`src/verilog/mci_pkg.sv`:
```
// Shared types and fixed address map for the AXI subordinate; all windows are word aligned
package mci_pkg;

    // Plain vector types for the AXI side
    typedef logic [31:0] axi_addr_t;
    typedef logic [31:0] axi_data_t;
    typedef logic [3:0]  axi_strb_t;
    typedef logic [3:0]  axi_id_t;
    typedef logic [1:0]  axi_resp_t;

    // Response codes
    localparam axi_resp_t RESP_OKAY   = 2'b00;
    localparam axi_resp_t RESP_SLVERR = 2'b10;

    // Address map, base in bytes and size in KB
    localparam axi_addr_t MCU_SRAM_BASE    = 32'h0020_0000;
    localparam int        MCU_SRAM_SIZE_KB = 1024;
    localparam axi_addr_t MBOX0_BASE       = 32'h0040_0000;
    localparam int        MBOX0_SIZE_KB    = 4;
    localparam axi_addr_t MBOX1_BASE       = 32'h0050_0000;
    localparam int        MBOX1_SIZE_KB    = 4;

    // Both mailboxes share one size, so one word count
    localparam int MBOX_WORDS = MBOX0_SIZE_KB * 1024 / 4;
    typedef logic [$clog2(MBOX_WORDS)-1:0] mbox_idx_t;

    // AXI channel payloads
    typedef struct packed {
        axi_addr_t addr;
        axi_id_t   id;
    } axi_aw_t;

    typedef struct packed {
        axi_data_t data;
        axi_strb_t strb;
    } axi_w_t;

    typedef struct packed {
        axi_id_t   id;
        axi_resp_t resp;
    } axi_b_t;

    typedef struct packed {
        axi_addr_t addr;
        axi_id_t   id;
    } axi_ar_t;

    typedef struct packed {
        axi_id_t   id;
        axi_data_t data;
        axi_resp_t resp;
    } axi_r_t;

    // Simplex internal request, also used on the SRAM port
    typedef struct packed {
        axi_addr_t addr;
        logic      write;
        axi_data_t wdata;
        axi_strb_t wstrb;
        axi_id_t   id;
    } cif_req_t;

endpackage

```
`src/verilog/mci_axi_sub.sv`:
```
// Single-beat AXI subordinate with one transaction in flight and no burst or exclusive support
`timescale 1ns/1ps

module mci_axi_sub (
    input  logic                clk,
    input  logic                reset,

    // Write address and data
    input  mci_pkg::axi_aw_t    aw,
    input  logic                awvalid,
    output logic                awready,
    input  mci_pkg::axi_w_t     w,
    input  logic                wvalid,
    output logic                wready,

    // Write response
    output mci_pkg::axi_b_t     b,
    output logic                bvalid,
    input  logic                bready,

    // Read address and data
    input  mci_pkg::axi_ar_t    ar,
    input  logic                arvalid,
    output logic                arready,
    output mci_pkg::axi_r_t     r,
    output logic                rvalid,
    input  logic                rready,

    // Internal request
    output logic                cif_dv,
    output mci_pkg::cif_req_t   cif_req,
    input  logic                cif_hold,
    input  mci_pkg::axi_data_t  cif_rdata,
    input  logic                cif_error
);
    import mci_pkg::*;

    typedef enum logic [1:0] {
        IDLE,
        REQ,
        RESP
    } state_t;

    state_t state;
    // Set when the last served transaction was a write
    logic   last_write;
    logic   wr_pend;
    logic   rd_pend;
    logic   pick_write;
    logic   wr_hs;
    logic   rd_hs;
    logic   req_done;
    logic   resp_done;

    // A write needs address and data together
    assign wr_pend    = awvalid && wvalid;
    assign rd_pend    = arvalid;
    // Alternate when both are pending
    assign pick_write = wr_pend && (!rd_pend || !last_write);

    assign wr_hs     = awvalid && awready && wvalid && wready;
    assign rd_hs     = arvalid && arready;
    assign req_done  = cif_dv && !cif_hold;
    assign resp_done = (bvalid && bready) || (rvalid && rready);

    // Request is live for the whole REQ state
    assign cif_dv = (state == REQ);

    // Control path
    always_ff @(posedge clk) begin
        if (reset) begin
            state      <= IDLE;
            awready    <= 1'b0;
            wready     <= 1'b0;
            arready    <= 1'b0;
            bvalid     <= 1'b0;
            rvalid     <= 1'b0;
            last_write <= 1'b0;
        end else begin
            case (state)
                IDLE: begin
                    if (wr_hs) begin
                        awready    <= 1'b0;
                        wready     <= 1'b0;
                        last_write <= 1'b1;
                        state      <= REQ;
                    end else if (rd_hs) begin
                        arready    <= 1'b0;
                        last_write <= 1'b0;
                        state      <= REQ;
                    end else if (!awready && !arready) begin
                        // Ready goes up one cycle after the choice
                        if (pick_write) begin
                            awready <= 1'b1;
                            wready  <= 1'b1;
                        end else if (rd_pend) begin
                            arready <= 1'b1;
                        end
                    end
                end
                REQ: begin
                    if (req_done) begin
                        if (cif_req.write) begin
                            bvalid <= 1'b1;
                        end else begin
                            rvalid <= 1'b1;
                        end
                        state <= RESP;
                    end
                end
                RESP: begin
                    // Hold the response until the manager takes it
                    if (resp_done) begin
                        bvalid <= 1'b0;
                        rvalid <= 1'b0;
                        state  <= IDLE;
                    end
                end
                default: begin
                    state <= IDLE;
                end
            endcase
        end
    end

    // Request capture and response payloads
    always_ff @(posedge clk) begin
        if (wr_hs) begin
            cif_req.addr  <= aw.addr;
            cif_req.write <= 1'b1;
            cif_req.wdata <= w.data;
            cif_req.wstrb <= w.strb;
            cif_req.id    <= aw.id;
        end else if (rd_hs) begin
            cif_req.addr  <= ar.addr;
            cif_req.write <= 1'b0;
            cif_req.wdata <= '0;
            cif_req.wstrb <= '0;
            cif_req.id    <= ar.id;
        end
        if (req_done && cif_req.write) begin
            b.id   <= cif_req.id;
            b.resp <= cif_error ? RESP_SLVERR : RESP_OKAY;
        end
        if (req_done && !cif_req.write) begin
            r.id   <= cif_req.id;
            // No stale data leaks out on an error
            r.data <= cif_error ? '0 : cif_rdata;
            r.resp <= cif_error ? RESP_SLVERR : RESP_OKAY;
        end
    end

endmodule

```
`config.mk`:
```
export PLATFORM = sky130hd
export DESIGN_NAME = mci_axi_sub
export DESIGN_NICKNAME = d
export VERILOG_FILES = /design/src/verilog/mci_pkg.sv /design/src/verilog/mci_axi_sub.sv
export SDC_FILE = /design/constraint.sdc
export NUM_CORES = 1
export LEC_CHECK = 0
export ABC_CLOCK_PERIOD_IN_PS = 2800
export BUFFER_PORTS_ARGS = -buffer_cell sky130_fd_sc_hd__buf_2
export CORE_ASPECT_RATIO = 1.2
export CORE_MARGIN = 5
export CORE_UTILIZATION = 35
export DETAILED_ROUTE_END_ITERATION = 12
export GPL_ROUTABILITY_DRIVEN = 0
export PLACE_DENSITY = 0.73
export SKIP_LAST_GASP = 1
export SYNTH_ARGS = -nofsm -noshare
export SYNTH_HDL_FRONTEND = slang
export SYNTH_SLANG_ARGS = --single-unit
```
`constraint.sdc`:
```
create_clock -name clk -period 2.8 [get_ports clk]
set_input_delay 0.42 -clock clk [delete_from_list [all_inputs] [get_ports clk]]
set_output_delay 0.42 -clock clk [all_outputs]
set_load 0.05 [all_outputs]
```
==> summary.md <==
| Metric | Value |
|---|---|
| Mapped cell area | `4624 µm²` |
| Total track usage | `16.38%` |
| Initial cell density of the core | `35.40%` |
| Routed len/inst | `17.60 µm` |
| Setup repair bufs after CTS | `0` |
| Worst Tran Pin Value | `0.9597 ns` |
| Status | `finished, final reports clean` |
| Gr ovfl total | `0` |
| Ports | `272` |
| Filler Cell Count | `1122` |
| Synth unique cells | `27` |
| YS warnings | `0` |
| First-pass GRT wire length | `19.23 mm` |
| CTS tree | `yes` |
| Fin util | `51.47%` |
| Worst path max stage delay | `0.53 ns` |
| # diodes | `0` |
| Fraction of layout cells with a size suffix above 1 | `54.24%` |
| Pwr/cell area | `722.0 nW/µm²` |
| Crit path kind | `register to register` |
| Post-Synthesis Cells | `278` |
| Root buffer cell | `clkbuf_16` |
| Endpoints failing setup | `0` |
| Num rows | `46` |
| Lkg Pwr | `2.927 nW` |
| WL final | `12.92 mm` |
| H-tree levels | `4` |
| Relative slew slack | `36.02%` |
| Post-DP HPWL | `10.21 mm` |
| Skew-Pair Late Insertion Delay | `0.40 ns` |
| Layout Cells excl Fill | `734` |
| Post_cts resized | `0` |
| Area delta synth->final | `45.43%` |
| Slowest stage cell, crit path | `and3_2` |
| Vias/cell | `4.647` |
| Clk buf depth | `2` |
| Maximum vdd drop | `0.3488 mV` |
| Layout Skew | `0.006367 ns` |
| CTS clk-pin slew, worst paths | `0.06 ns` |
| RSZ-0062 raised after global routing | `no` |
| Synth top area share | `74.03%` |
| Setup tns final | `0 ns` |
| DRC viols | `0` |
| HP Class | `input port to register` |
| Critical-path maximum fanout | `29` |
| Num CTS Buffers | `17` |
| WP data arrival | `2.03 ns` |
| Drt first-iter violations | `147` |
| Synth top area cells | `edfxtp_1, a22o_1, and2_1` |
| Initial antenna violation count | `2` |
| Core area | `13070 µm²` |
| Number of global-route vias before repair | `3639` |
| Final min period | `1.888 ns` |
| Final Max Tran Viols | `0` |
| Largest area contributor in the netlist | `edfxtp_1` |
| Crit. End Element | `register` |
| Clock sink count | `122` |
| Fmax | `529.8 MHz` |
| Largest net degree at the start of global routing | `74` |
| Die W | `114.9 µm` |
| Die Ht | `135.9 µm` |
| Sequential share of the synthesized area | `77.49%` |
| Delay-heaviest family, CP | `simple AND/OR/NAND/NOR gates` |
| Required @ worst endpoint | `2.95 ns` |
| Syn_area_per_cell | `16.63 µm²` |
| IO buf count | `269` |
| Final ANT Viol Nets | `0` |
| Final Hold Vio Count | `0` |
| Buf+Inv Stages, Crit Path | `1` |
| Setup crit start kind | `register` |
| Cts hold-fix bufs | `0` |
| Placed cells | `702` |
| Worst path cell trace | `and3_2 -> nor2_2 -> buf_4 -> a22o_1` |
| Max-Cap Viols | `0` |
| Pre-Repair DR Iteration Count | `4` |
| Fin nets | `702` |
| Vias post-DR | `3411` |
| Final period util | `67.42%` |
| DIE AREA | `15620 µm²` |
| #FFs+latches synth | `122` |
==> synthesized netlist by cell type <==
| cell type | number |
|---|---|
| nor3b_2 | 1 |
| buf_2 | 7 |
| a22o_1 | 37 |
| dfxtp_1 | 8 |
| a22oi_1 | 1 |
| and2b_1 | 1 |
| or3b_1 | 1 |
| o21a_1 | 3 |
| a2111o_1 | 1 |
| nor3_1 | 2 |
| o21ai_0 | 1 |
| a21oi_1 | 4 |
| clkbuf_1 | 7 |
| and3_1 | 1 |
| nor2_1 | 1 |
| nor2_2 | 1 |
| buf_4 | 3 |
| conb_1 | 1 |
| edfxtp_1 | 114 |
| nor3b_1 | 1 |
| and2_1 | 38 |
| nand3_1 | 1 |
| or3_1 | 1 |
| nand2_1 | 5 |
| o31ai_1 | 1 |
| a31oi_1 | 1 |
| nor2b_1 | 35 |
==> power breakdown <==
group	leakage [nW]	internal, W	switching, W
Combinational	1.50	0.000174	0.000429
Sequential	1.15	0.00209	0.0000358
Clock	0.274	0.00134	0.000785
Total	2.93	0.00361	0.00125
==> cell usage in the layout, fill, tap and decap left out, types with 2 or more instances in the layout <==
cell,instances
nor3_1,2
clkinvlp_4,4
buf_4,3
nand2_1,4
a21oi_1,4
clkbuf_16,17
o21a_1,3
inv_6,4
bufinv_16,2
buf_2,269
and2_1,38
conb_1,2
dfxtp_1,8
a22o_1,37
nor2b_1,34
edfxtp_1,114
==> area by class of cell <==
class	count	area (µm²)	share of cell area, %
multi-input cells	140	977.2	14.53
clock buffers	19	442.9	6.586
well taps	168	210.2	3.126
flip-flops and latches	122	3583	53.28
clock inverters	13	142.6	2.121
repair buffers	272	1369	20.35
==> flip-flops by register name, indices dropped and copies added, names as in the netlist <==
| register | cells |
|---|---|
| r | 37 |
| last_write | 1 |
| rvalid | 1 |
| bvalid | 1 |
| b | 5 |
| arready | 1 |
| cif_req | 73 |
| state | 2 |
| wready | 1 |
==> kinds of logic (layout without fill, tap and decap cells) <==
| kind of cell | Yosys count | after routing | share of synthesized area, % |
|---|---|---|---|
| buf+inv | 17 | 304 | 1.813 |
| other cells | 1 | 2 | 0.08109 |
| flops | 122 | 122 | 77.49 |
| simple gates | 89 | 89 | 11.88 |
| compound gates | 49 | 49 | 8.739 |
==> worst paths after layout <==
check | slack (ns) | cells after the start | end | start
worst min-delay path | 0.27 | 2 | last_write | reset
worst max-delay path | 0.91 | 4 | cif_req[53] | wready
worst min register to register | 0.48 | 0 | b[2] | cif_req[0]
worst max register to register | 0.91 | 4 | cif_req[53] | wready
==> per-stage QoR <==
| step | area (µm²) | setup WS (ns) | hold WS [ns] | total power, W |
|---|---|---|---|---|
| floorplan | 4631 | 0.02226 | 0.4424 | 0.002555 |
| CTS | 6725 | 0.8873 | 0.2454 | 0.004912 |
| detailed placement | 6140 | 0.7149 | 0.4656 | 0.002774 |
| finish | 6725 | 0.9123 | 0.2687 | 0.004855 |
| global placement | 6140 | 0.8220 | 0.4602 | 0.002761 |
| global route | 6725 | 0.7680 | 0.2508 | 0.005044 |
==> metal layers <==
metal  vias up  wire length [µm]  track usage (%)
met5         -                27                0
met4         4               215            6.327
met3        19              1476            6.545
met2       207              6384            28.35
met1      1582              4812            17.90
li1       1599                 -                -
(Power assumes the default switching activity.)
