### config.mk
export PLATFORM = sky130hd
export DESIGN_NAME = mci_axi_sub_decode
export DESIGN_NICKNAME = d
export VERILOG_FILES = /design/src/verilog/mci_pkg.sv /design/src/verilog/mci_axi_sub_decode.sv
export SDC_FILE = /design/constraint.sdc
export NUM_CORES = 1
export LEC_CHECK = 0
export ABC_AREA = 1
export BUFFER_PORTS_ARGS = -buffer_cell sky130_fd_sc_hd__buf_2
export CORE_AREA = 3 3 127 129
export DETAILED_ROUTE_END_ITERATION = 16
export DIE_AREA = 0 0 130 132
export GPL_ROUTABILITY_DRIVEN = 0
export GPL_TIMING_DRIVEN = 0
export PLACE_DENSITY = 0.59
export SYNTH_ARGS = -nofsm -noshare
export SYNTH_HDL_FRONTEND = slang
export SYNTH_SLANG_ARGS = --single-unit
export TNS_END_PERCENT = 30
### constraint.sdc
create_clock -name vclk -period 1
set_input_delay 0 -clock vclk [all_inputs]
set_output_delay 0 -clock vclk [all_outputs]
set_load 0.02 [all_outputs]
### src/verilog/mci_pkg.sv
// Shared types and fixed address map for the AXI subordinate; all windows are word aligned
package mci_pkg;

    // Plain vector types for the AXI side
    typedef logic [31:0] axi_addr_t;
    typedef logic [31:0] axi_data_t;
    typedef logic [3:0]  axi_strb_t;
    typedef logic [3:0]  axi_id_t;
    typedef logic [1:0]  axi_resp_t;

    // Response codes
    localparam axi_resp_t RESP_OKAY   = 2'b00;
    localparam axi_resp_t RESP_SLVERR = 2'b10;

    // Address map, base in bytes and size in KB
    localparam axi_addr_t MCU_SRAM_BASE    = 32'h0020_0000;
    localparam int        MCU_SRAM_SIZE_KB = 1024;
    localparam axi_addr_t MBOX0_BASE       = 32'h0040_0000;
    localparam int        MBOX0_SIZE_KB    = 4;
    localparam axi_addr_t MBOX1_BASE       = 32'h0050_0000;
    localparam int        MBOX1_SIZE_KB    = 4;

    // Both mailboxes share one size, so one word count
    localparam int MBOX_WORDS = MBOX0_SIZE_KB * 1024 / 4;
    typedef logic [$clog2(MBOX_WORDS)-1:0] mbox_idx_t;

    // AXI channel payloads
    typedef struct packed {
        axi_addr_t addr;
        axi_id_t   id;
    } axi_aw_t;

    typedef struct packed {
        axi_data_t data;
        axi_strb_t strb;
    } axi_w_t;

    typedef struct packed {
        axi_id_t   id;
        axi_resp_t resp;
    } axi_b_t;

    typedef struct packed {
        axi_addr_t addr;
        axi_id_t   id;
    } axi_ar_t;

    typedef struct packed {
        axi_id_t   id;
        axi_data_t data;
        axi_resp_t resp;
    } axi_r_t;

    // Simplex internal request, also used on the SRAM port
    typedef struct packed {
        axi_addr_t addr;
        logic      write;
        axi_data_t wdata;
        axi_strb_t wstrb;
        axi_id_t   id;
    } cif_req_t;

endpackage

### src/verilog/mci_axi_sub_decode.sv
// Combinational address decoder over fixed package windows; unmapped addresses complete with an error
`timescale 1ns/1ps

module mci_axi_sub_decode (
    // Request from the subordinate
    input  logic                cif_dv,
    input  mci_pkg::cif_req_t   cif_req,
    output logic                cif_hold,
    output mci_pkg::axi_data_t  cif_rdata,
    output logic                cif_error,

    // MCU SRAM port
    output logic                sram_dv,
    output mci_pkg::cif_req_t   sram_req,
    input  logic                sram_hold,
    input  mci_pkg::axi_data_t  sram_rdata,
    input  logic                sram_error,

    // Mailbox ports
    output logic                mbox0_we,
    output logic                mbox1_we,
    output mci_pkg::mbox_idx_t  mbox_idx,
    output mci_pkg::axi_data_t  mbox_wdata,
    output mci_pkg::axi_strb_t  mbox_wstrb,
    input  mci_pkg::axi_data_t  mbox0_rdata,
    input  mci_pkg::axi_data_t  mbox1_rdata
);
    import mci_pkg::*;

    logic sel_sram;
    logic sel_mbox0;
    logic sel_mbox1;

    // Base inclusive, end exclusive
    function automatic logic in_window(axi_addr_t addr, axi_addr_t base, int size_kb);
        return (addr >= base) && (addr < base + axi_addr_t'(size_kb * 1024));
    endfunction

    // Windows do not overlap, so at most one select is high
    assign sel_sram  = in_window(cif_req.addr, MCU_SRAM_BASE, MCU_SRAM_SIZE_KB);
    assign sel_mbox0 = in_window(cif_req.addr, MBOX0_BASE, MBOX0_SIZE_KB);
    assign sel_mbox1 = in_window(cif_req.addr, MBOX1_BASE, MBOX1_SIZE_KB);

    // SRAM sees its own offset
    assign sram_dv = cif_dv && sel_sram;
    always_comb begin
        sram_req      = cif_req;
        sram_req.addr = cif_req.addr - MCU_SRAM_BASE;
    end

    // Mailboxes never stall, so the write lands on the completing edge
    assign mbox0_we   = cif_dv && sel_mbox0 && cif_req.write;
    assign mbox1_we   = cif_dv && sel_mbox1 && cif_req.write;
    // Word index from the byte address
    assign mbox_idx   = mbox_idx_t'(cif_req.addr >> 2);
    assign mbox_wdata = cif_req.wdata;
    assign mbox_wstrb = cif_req.wstrb;

    // Return path mux
    always_comb begin
        cif_rdata = '0;
        cif_hold  = 1'b0;
        cif_error = 1'b0;
        if (sel_sram) begin
            cif_rdata = sram_rdata;
            cif_hold  = sram_hold;
            cif_error = sram_error;
        end else if (sel_mbox0) begin
            cif_rdata = mbox0_rdata;
        end else if (sel_mbox1) begin
            cif_rdata = mbox1_rdata;
        end else begin
            // Unmapped, finish at once with no target touched
            cif_error = 1'b1;
        end
    end

endmodule

==> results.sh, run 1 <==
export IMPL_status="complete, but fails checks"
export IMPL_violations="setup timing"
export IMPL_cp_end_kind="primary output"
export IMPL_period_needed_ps=1440
export IMPL_worst_setup_path_start_kind="input port"
export IMPL_die_y_um=132
export IMPL_gr_max_usage_layer="met2"
export IMPL_grtUsageMet3=0.0113
export IMPL_fin_crit_sh=1.44
export IMPL_grt_antenna_before_repair=0
export IMPL_register_area_um2=0
export IMPL_hpwl_um=10100
export IMPL_ys_seq_area_frac=0
export IMPL_slew_headroom=0.721
export IMPL_vias_per_cell=3.86
export IMPL_drt_initial_drc_count=50
export IMPL_synth_nets=554
export IMPL_rsz0062_at_grt="yes"
export IMPL_avgSynthCellArea_um2=5.74
export IMPL_routedWlPerCell_um=13.4
export IMPL_portBuffers=288
export IMPL_syn2layout_area_growth_pct=131
export IMPL_die_x_um=130
export IMPL_drtAntennaViolNets=0
export IMPL_grt_use_met2=0.237
export IMPL_firstDrtPassIters=4
export IMPL_setup_ws_ps=-440
export IMPL_syn_area_um2=2180
export IMPL_routed_via_count=3445
export IMPL_fin_total_pwr_w=0.00159
export IMPL_whs_ps=217
export IMPL_grt_pass1_wl_um=17400
export IMPL_yosys_warnings=0
export IMPL_grt_start_max_net_pins=11
export IMPL_synth_cells=380
export IMPL_seq_cells=0
export IMPL_worst_slew_pin_slew_ps=418
export IMPL_met1_usage=0.161
export IMPL_cpLargestDelayFamily="simple AND/OR/NAND/NOR gates"
export IMPL_overflow=0
export IMPL_drc=0
export IMPL_drv_slew=0
export IMPL_finalWirelength_um=12000
export IMPL_max_freq_ghz=0.694
export IMPL_clock_buffers=0
export IMPL_grt_pass1_vias=3353
export IMPL_num_rows=45
export IMPL_hold_buffers=0
export IMPL_start_util=0.144
export IMPL_worstSetupPathType="input port to primary output"
export IMPL_cp_required_ps=1000
export IMPL_setup_violations=40
export IMPL_slowest_stage="buf_6"
export IMPL_ys_types=28
export IMPL_dp_slack_ps=-761
export IMPL_hold_class="input port to primary output"
export IMPL_max_stage_delay_ps=170
export IMPL_hp_start="cif_req[14]"
export IMPL_arrival_ps=1440
export IMPL_die_area_um2=17200
export IMPL_p_leak_nw=2.89
export IMPL_core_area_um2=15100
export IMPL_startpoint="cif_req[59]"
export IMPL_critPathMaxFanout=5
export IMPL_ir_drop_mv=0.196
export IMPL_worstPathCellList="buf_2 -> nor2_4 -> nand2_4 -> nor2_4 -> nor2_2 -> nand2_2 -> nand3_4 -> buf_6 -> buf_8 -> buf_4 -> nor3_2 -> buf_4"
export IMPL_cp_num_buf_inv=5
export IMPL_fin_nets=880
export IMPL_drive_gt1_frac=0.788
export IMPL_n_antenna_cell=0
export IMPL_hold_viol=0
export IMPL_globalRouteTotalUtil=0.126
export IMPL_max_cap_viol_count=0
export IMPL_ios=328
export IMPL_power_density_nw_per_um2=316
## power by group
group	leakage [nW]	switching, W	total [W]	internal, W
registers	0	0	0	0
clock network	0	0	0	0
logic	2.89	0.000803	0.00159	0.000791
## cells by family after synthesis
kind of cell | share of synthesized area
XOR/XNOR | 0.0361
buffers and inverters | 0.454
AO/OA/AOI/OAI | 0.00860
AND/OR/NAND/NOR | 0.490
adder cells (fa/ha/maj) | 0.0115
## what timing repair did
action / in CTS / in global routing
gates resized for setup: 124 / 67
pin swaps: 34 / 37
endpoints found under the setup margin: 40 / 43
buffers inserted: 24 / 11
cloned: 1 / 0
## layout by cell type (no fill, tap or decap)
| cell | count |
|---|---|
| clkbuf_1 | 1 |
| nand3_2 | 15 |
| o21ai_4 | 1 |
| nor3_4 | 1 |
| nand3_4 | 3 |
| nand2_2 | 39 |
| xor2_1 | 6 |
| o21ai_1 | 1 |
| nand3b_1 | 1 |
| nor3_2 | 3 |
| nor4_2 | 1 |
| ha_4 | 1 |
| nand4_1 | 18 |
| inv_4 | 4 |
| buf_16 | 1 |
| nor2_4 | 13 |
| buf_6 | 54 |
| nand2_4 | 17 |
| inv_2 | 3 |
| inv_1 | 9 |
| buf_8 | 7 |
| nor3_1 | 1 |
| a21oi_1 | 1 |
| nand2_1 | 43 |
| nand3_1 | 53 |
| xnor2_1 | 2 |
| nor2_2 | 3 |
| and2_1 | 1 |
| nor2_1 | 11 |
| buf_12 | 5 |
| nor2_8 | 1 |
| buf_2 | 242 |
| xor2_2 | 1 |
| inv_6 | 2 |
| ha_1 | 1 |
| buf_4 | 138 |
## final timing paths
kind	endpoint	slack, ps	cells past startpoint
worst max-delay path	mbox0_we	-440	12
worst min-delay path	mbox_wdata[6]	220	2
## metrics by stage
stage	TNS [ps]	util	instance area [um^2]	instances
floorplan	-2280	-	2400	380
global placement	-24620	0.269	4070	856
detailed placement	-24820	0.269	4070	856
CTS	-15010	0.312	4730	881
global route	-18490	0.333	5050	892
finish	-14970	0.333	5050	892
## layer usage
metal / vias up / part of all wire
met1: 1537 / 0.41
met5: - / 0
li1: 1772 / -
met4: 0 / 0.0023
met2: 134 / 0.53
met3: 2 / 0.055
## cells in the mapped netlist (all sizes together)
master	instances	area (um^2)
nand3	71	373
nand2	99	394
xor2	7	61.3
ha	2	25.0
nor4	1	6.26
buf	122	912
nor2	28	134
a21oi	1	5.00
xnor2	2	17.5
nand3b	1	7.51
clkbuf	2	7.51
nand4	18	113
o21ai	2	13.8
and2	1	6.26
nor3	5	36.3
inv	18	70.1
## layout make-up
cell class                      instances  area [um^2]
Buffer                                124          988
Inverter                               18         87.6
Multi-Input combinational cell        238         1630
Fill cell                            1661        10100
Timing Repair Buffer                  324         2100
Tap cell                              188          235
(Power assumes the default switching activity.)
==> run 2, diff against run 1 <==
--- a/config.mk
+++ b/config.mk
@@ -12,7 +12,7 @@
 export DIE_AREA = 0 0 130 132
 export GPL_ROUTABILITY_DRIVEN = 0
 export GPL_TIMING_DRIVEN = 0
-export PLACE_DENSITY = 0.59
+export PLACE_DENSITY = 0.51
 export SYNTH_ARGS = -nofsm -noshare
 export SYNTH_HDL_FRONTEND = slang
 export SYNTH_SLANG_ARGS = --single-unit
==> run 2 against run 1 <==
Compared with the run above:
- the flow still finishes with violations (setup timing)
- fmax up 3.5%
- first-iteration DRC count rose by 48%
- setup slack better by 48 ps
- critical path depth increased by 2
- sequential share of layout area stayed put
- non-clock buffer count is the same
- power grew 0.92%
- cell count stayed put
- largest power group unchanged
- hold slack barely moved
==> results.sh, run 2 (synthesis gave the netlist of run 1 again) <==
export IMPL_status="complete, but fails checks"
export IMPL_violations="setup timing"
export IMPL_stdcell_count=892
export IMPL_hold_viol=0
export IMPL_ir_drop_mv=0.185
export IMPL_die_y_um=132
export IMPL_slew_headroom=0.723
export IMPL_setup_violations=41
export IMPL_worstSetupPathDepth=14
export IMPL_crit_top_cell="nand2_1"
export IMPL_start_util=0.144
export IMPL_setup_ws_ps=-392
export IMPL_cpLargestDelayFamily="simple AND/OR/NAND/NOR gates"
export IMPL_period_needed_ps=1390
export IMPL_hold_class="input port to primary output"
export IMPL_register_area_um2=0
export IMPL_worst_slew_pin_slew_ps=416
export IMPL_cp_end_kind="primary output"
export IMPL_place_inst=856
export IMPL_max_freq_ghz=0.718
export IMPL_startpoint="cif_req[67]"
export IMPL_drtAntennaViolNets=0
export IMPL_worstPathCellList="buf_8 -> nor2_4 -> nand2_4 -> inv_4 -> nand2_4 -> nor2_8 -> nand3_4 -> buf_6 -> buf_8 -> nand2_1 -> nand2_1 -> nand2_1 -> nand2_2 -> buf_6"
export IMPL_grt_use_met2=0.241
export IMPL_num_rows=45
export IMPL_worstSetupPathType="input port to primary output"
export IMPL_grt_pass1_vias=3305
export IMPL_die_x_um=130
export IMPL_fin_nets=880
export IMPL_clock_buffers=0
export IMPL_hold_path_endpoint="sram_req[30]"
export IMPL_n_antenna_cell=0
export IMPL_globalRouteTotalUtil=0.126
export IMPL_core_area_um2=15100
export IMPL_routed_via_count=3481
export IMPL_die_area_um2=17200
export IMPL_p_leak_nw=2.92
export IMPL_drv_slew=0
export IMPL_gr_max_usage_layer="met2"
export IMPL_grt_pass1_wl_um=17600
export IMPL_firstDrtPassIters=4
export IMPL_min_path_cells=2
export IMPL_slowest_stage="buf_6"
export IMPL_fin_crit_sh=1.39
export IMPL_cp_num_buf_inv=5
export IMPL_worst_setup_path_start_kind="input port"
export IMPL_hpwl_um=9990
export IMPL_max_cap_viol_count=0
export IMPL_power_density_nw_per_um2=315
export IMPL_drc=0
export IMPL_hp_start="cif_req[30]"
export IMPL_drt_initial_drc_count=74
export IMPL_met1_usage=0.158
export IMPL_grt_antenna_before_repair=0
export IMPL_whs_ps=217
export IMPL_portBuffers=288
export IMPL_arrival_ps=1390
export IMPL_grtUsageMet3=0.0101
export IMPL_finalWirelength_um=12100
export IMPL_ios=328
export IMPL_grt_start_max_net_pins=11
export IMPL_overflow=0
export IMPL_dp_slack_ps=-773
export IMPL_routedWlPerCell_um=13.6
export IMPL_max_stage_delay_ps=160
export IMPL_mostFrequentLayoutCells="buf_2, buf_4, buf_6, nand3_1, nand2_2"
export IMPL_place_area_um2=4070
export IMPL_final_area_um2=5100
export IMPL_rsz0062_at_grt="yes"
export IMPL_seq_cells=0
export IMPL_syn2layout_area_growth_pct=134
export IMPL_cp_required_ps=1000
export IMPL_drive_gt1_frac=0.803
export IMPL_vias_per_cell=3.90
export IMPL_critPathMaxFanout=5
export IMPL_layout_commonest_cell="buf_2"
-- run 2: changes by cell type in the layout (fill, tap and decap cells not counted), sizes merged --
| cell | change |
|---|---|
| clkbuf | +3 |
| buf | -3 |
-- run 2: area by class of cell --
cell class	instances	area (um^2)
tap	188	235
inverter	18	87.6
fill	1677	10000
buffer	123	1010
multi-input combinational	238	1650
timing repair buffer	325	2120
-- run 2: worst max path at each step --
stage / slack [ps] / endpoint
floorplan: -80 / cif_hold
global placement: -790 / cif_rdata[13]
detailed placement: -770 / cif_rdata[13]
CTS: -390 / cif_rdata[24]
global route: -480 / cif_rdata[30]
finish: -390 / cif_rdata[26]
-- run 2: per-stage QoR --
stage	setup TNS, ps	util	total power, W
CTS	-13100	0.322	0.00156
finish	-12870	0.337	0.00161
global placement	-24720	0.269	0.00142
detailed placement	-24820	0.269	0.00143
global route	-17230	0.337	0.00173
floorplan	-2280	-	0.000849
-- run 2: power by group --
| group | internal [W] | switching (W) | total (W) | leakage, nW |
|---|---|---|---|---|
| combinational | 0.000807 | 0.000802 | 0.00161 | 2.92 |
| sequential | 0 | 0 | 0 | 0 |
| clock | 0 | 0 | 0 | 0 |
| total | 0.000807 | 0.000802 | 0.00161 | 2.92 |
-- run 2: routing by layer --
layer,wire length [um],share of wire,vias to the layer above
li1,-,-,1773
met1,4810,0.40,1543
met2,6520,0.54,159
met3,721,0.059,6
met4,77,0.0063,0
met5,0,0,-
-- run 2: what timing repair did --
action,4_1_cts,5_1_grt
resized for setup,158,56
endpoints found under the hold margin,0,0
gates cloned,2,1
pin swaps,32,24
setup buffers,28,7
setup endpoints to repair,40,43
hold buffers,0,0
==> run 3, diff against run 2 <==
--- a/config.mk
+++ b/config.mk
@@ -12,7 +12,7 @@
 export DIE_AREA = 0 0 130 132
 export GPL_ROUTABILITY_DRIVEN = 0
 export GPL_TIMING_DRIVEN = 0
-export PLACE_DENSITY = 0.51
+export PLACE_DENSITY = 0.47
 export SYNTH_ARGS = -nofsm -noshare
 export SYNTH_HDL_FRONTEND = slang
 export SYNTH_SLANG_ARGS = --single-unit
==> run 3 against run 2 <==
Compared with the run above:
- the flow still finishes with violations (setup timing)
- setup slack got worse by 17 ps
- die area did not move
- sequential cell count did not move
- first-iteration DRC count rose by 1.4%
- non-clock buffer count fell by 9
- power rose by 1.5%
- cell count fell by 0.90%
- critical path depth fell by 1
- utilization rose by 0.59 points
- via count fell by 2.0%
- critical endpoint is now cif_rdata[21]
==> results.sh, run 3 (synthesis gave the netlist of run 1 again) <==
export IMPL_status="complete, but fails checks"
export IMPL_violations="setup timing"
export IMPL_start_util=0.144
export IMPL_cpLargestDelayFamily="simple AND/OR/NAND/NOR gates"
export IMPL_cp_required_ps=1000
export IMPL_cp_num_buf_inv=4
export IMPL_mostFrequentLayoutCells="buf_2, buf_4, nand2_2, buf_6, nand3_2"
export IMPL_routedWlPerCell_um=12.9
export IMPL_die_y_um=132
export IMPL_drv_slew=0
export IMPL_ios=328
export IMPL_power_density_nw_per_um2=315
export IMPL_slew_headroom=0.702
export IMPL_hold_buffers=0
export IMPL_drc=0
export IMPL_num_rows=45
export IMPL_setup_ws_ps=-409
export IMPL_clock_buffers=0
export IMPL_cp_end_kind="primary output"
export IMPL_hpwl_um=9520
export IMPL_ir_drop_mv=0.186
export IMPL_stdcell_count=884
export IMPL_grt_pass1_vias=3151
export IMPL_place_area_um2=4070
export IMPL_die_x_um=130
export IMPL_hold_viol=0
export IMPL_slowest_stage="nand3_4"
export IMPL_n_antenna_cell=0
export IMPL_critPathMaxFanout=7
export IMPL_worstSetupPathType="input port to primary output"
export IMPL_overflow=0
export IMPL_max_cap_viol_count=0
export IMPL_hold_class="input port to primary output"
export IMPL_max_stage_delay_ps=200
export IMPL_fin_nets=872
export IMPL_dp_slack_ps=-696
export IMPL_worst_slew_pin_slew_ps=446
export IMPL_place_inst=856
export IMPL_grt_start_max_net_pins=11
export IMPL_fillers=1637
export IMPL_setup_violations=40
export IMPL_rsz0062_at_grt="yes"
export IMPL_seq_cells=0
export IMPL_die_area_um2=17200
export IMPL_core_area_um2=15100
export IMPL_grt_pass1_wl_um=16000
export IMPL_drtAntennaViolNets=0
export IMPL_worstPathCellList="buf_8 -> nor2_4 -> nand2_4 -> inv_2 -> nand2_4 -> nor2_8 -> nand3_4 -> buf_8 -> nand2_2 -> nand2_2 -> nand2_2 -> nand2_2 -> buf_6"
export IMPL_layout_commonest_cell="buf_2"
export IMPL_p_leak_nw=2.91
export IMPL_final_area_um2=5190
export IMPL_drive_gt1_frac=0.843
export IMPL_vias_per_cell=3.86
export IMPL_syn2layout_area_growth_pct=138
export IMPL_period_needed_ps=1410
export IMPL_globalRouteTotalUtil=0.113
export IMPL_drt_initial_drc_count=75
export IMPL_arrival_ps=1410
export IMPL_register_area_um2=0
export IMPL_max_freq_ghz=0.710
export IMPL_multi_input_area_um2=1760
export IMPL_crit_top_cell="nand2_2"
export IMPL_finalWirelength_um=11400
export IMPL_portBuffers=288
export IMPL_grt_antenna_before_repair=1
export IMPL_routed_via_count=3412
export IMPL_fin_crit_sh=1.41
export IMPL_worst_setup_path_start_kind="input port"
export IMPL_firstDrtPassIters=4
[run 3: repair_timing]
| item | CTS | global route |
|---|---|---|
| gates resized for setup | 112 | 141 |
| gates cloned | 1 | 5 |
| setup endpoints to repair | 40 | 42 |
| pin swaps | 21 | 50 |
| buffers inserted | 11 | 11 |
[run 3: metrics by stage]
stage / TNS [ps] / utilization / hold WS (ps) / total power, W
floorplan: -2280 / - / 38.7 / 0.000849
global placement: -22880 / 0.269 / 218 / 0.00142
detailed placement: -23240 / 0.269 / 218 / 0.00142
CTS: -14650 / 0.300 / 218 / 0.00150
global route: -17500 / 0.343 / 222 / 0.00175
finish: -13960 / 0.343 / 217 / 0.00163
[run 3: cell type report]
class,count,area share
plain buffers,124,0.192
well taps,188,0.0453
inverters,18,0.0178
repair buffers,315,0.406
multi-input cells,239,0.338
[run 3: routing by layer]
metal / GRT usage / wire (um) / vias up
met5: 0 / 13 / -
met4: 0.00231 / 55 / 2
met3: 0.0134 / 755 / 6
met2: 0.220 / 6290 / 144
met1: 0.137 / 4300 / 1500
li1: - / - / 1760
[run 3: path summary, 6_finish.rpt]
kind,startpoint,to,slack [ps],cells after the start
setup / recovery,cif_req[70],cif_rdata[21],-410,13
hold / removal,cif_req[19],mbox_wdata[11],220,2
[run 3: report_power, final]
group / switching (W) / internal [W] / total (W)
logic: 0.000808 / 0.000826 / 0.00163
clock network: 0 / 0 / 0
registers: 0 / 0 / 0
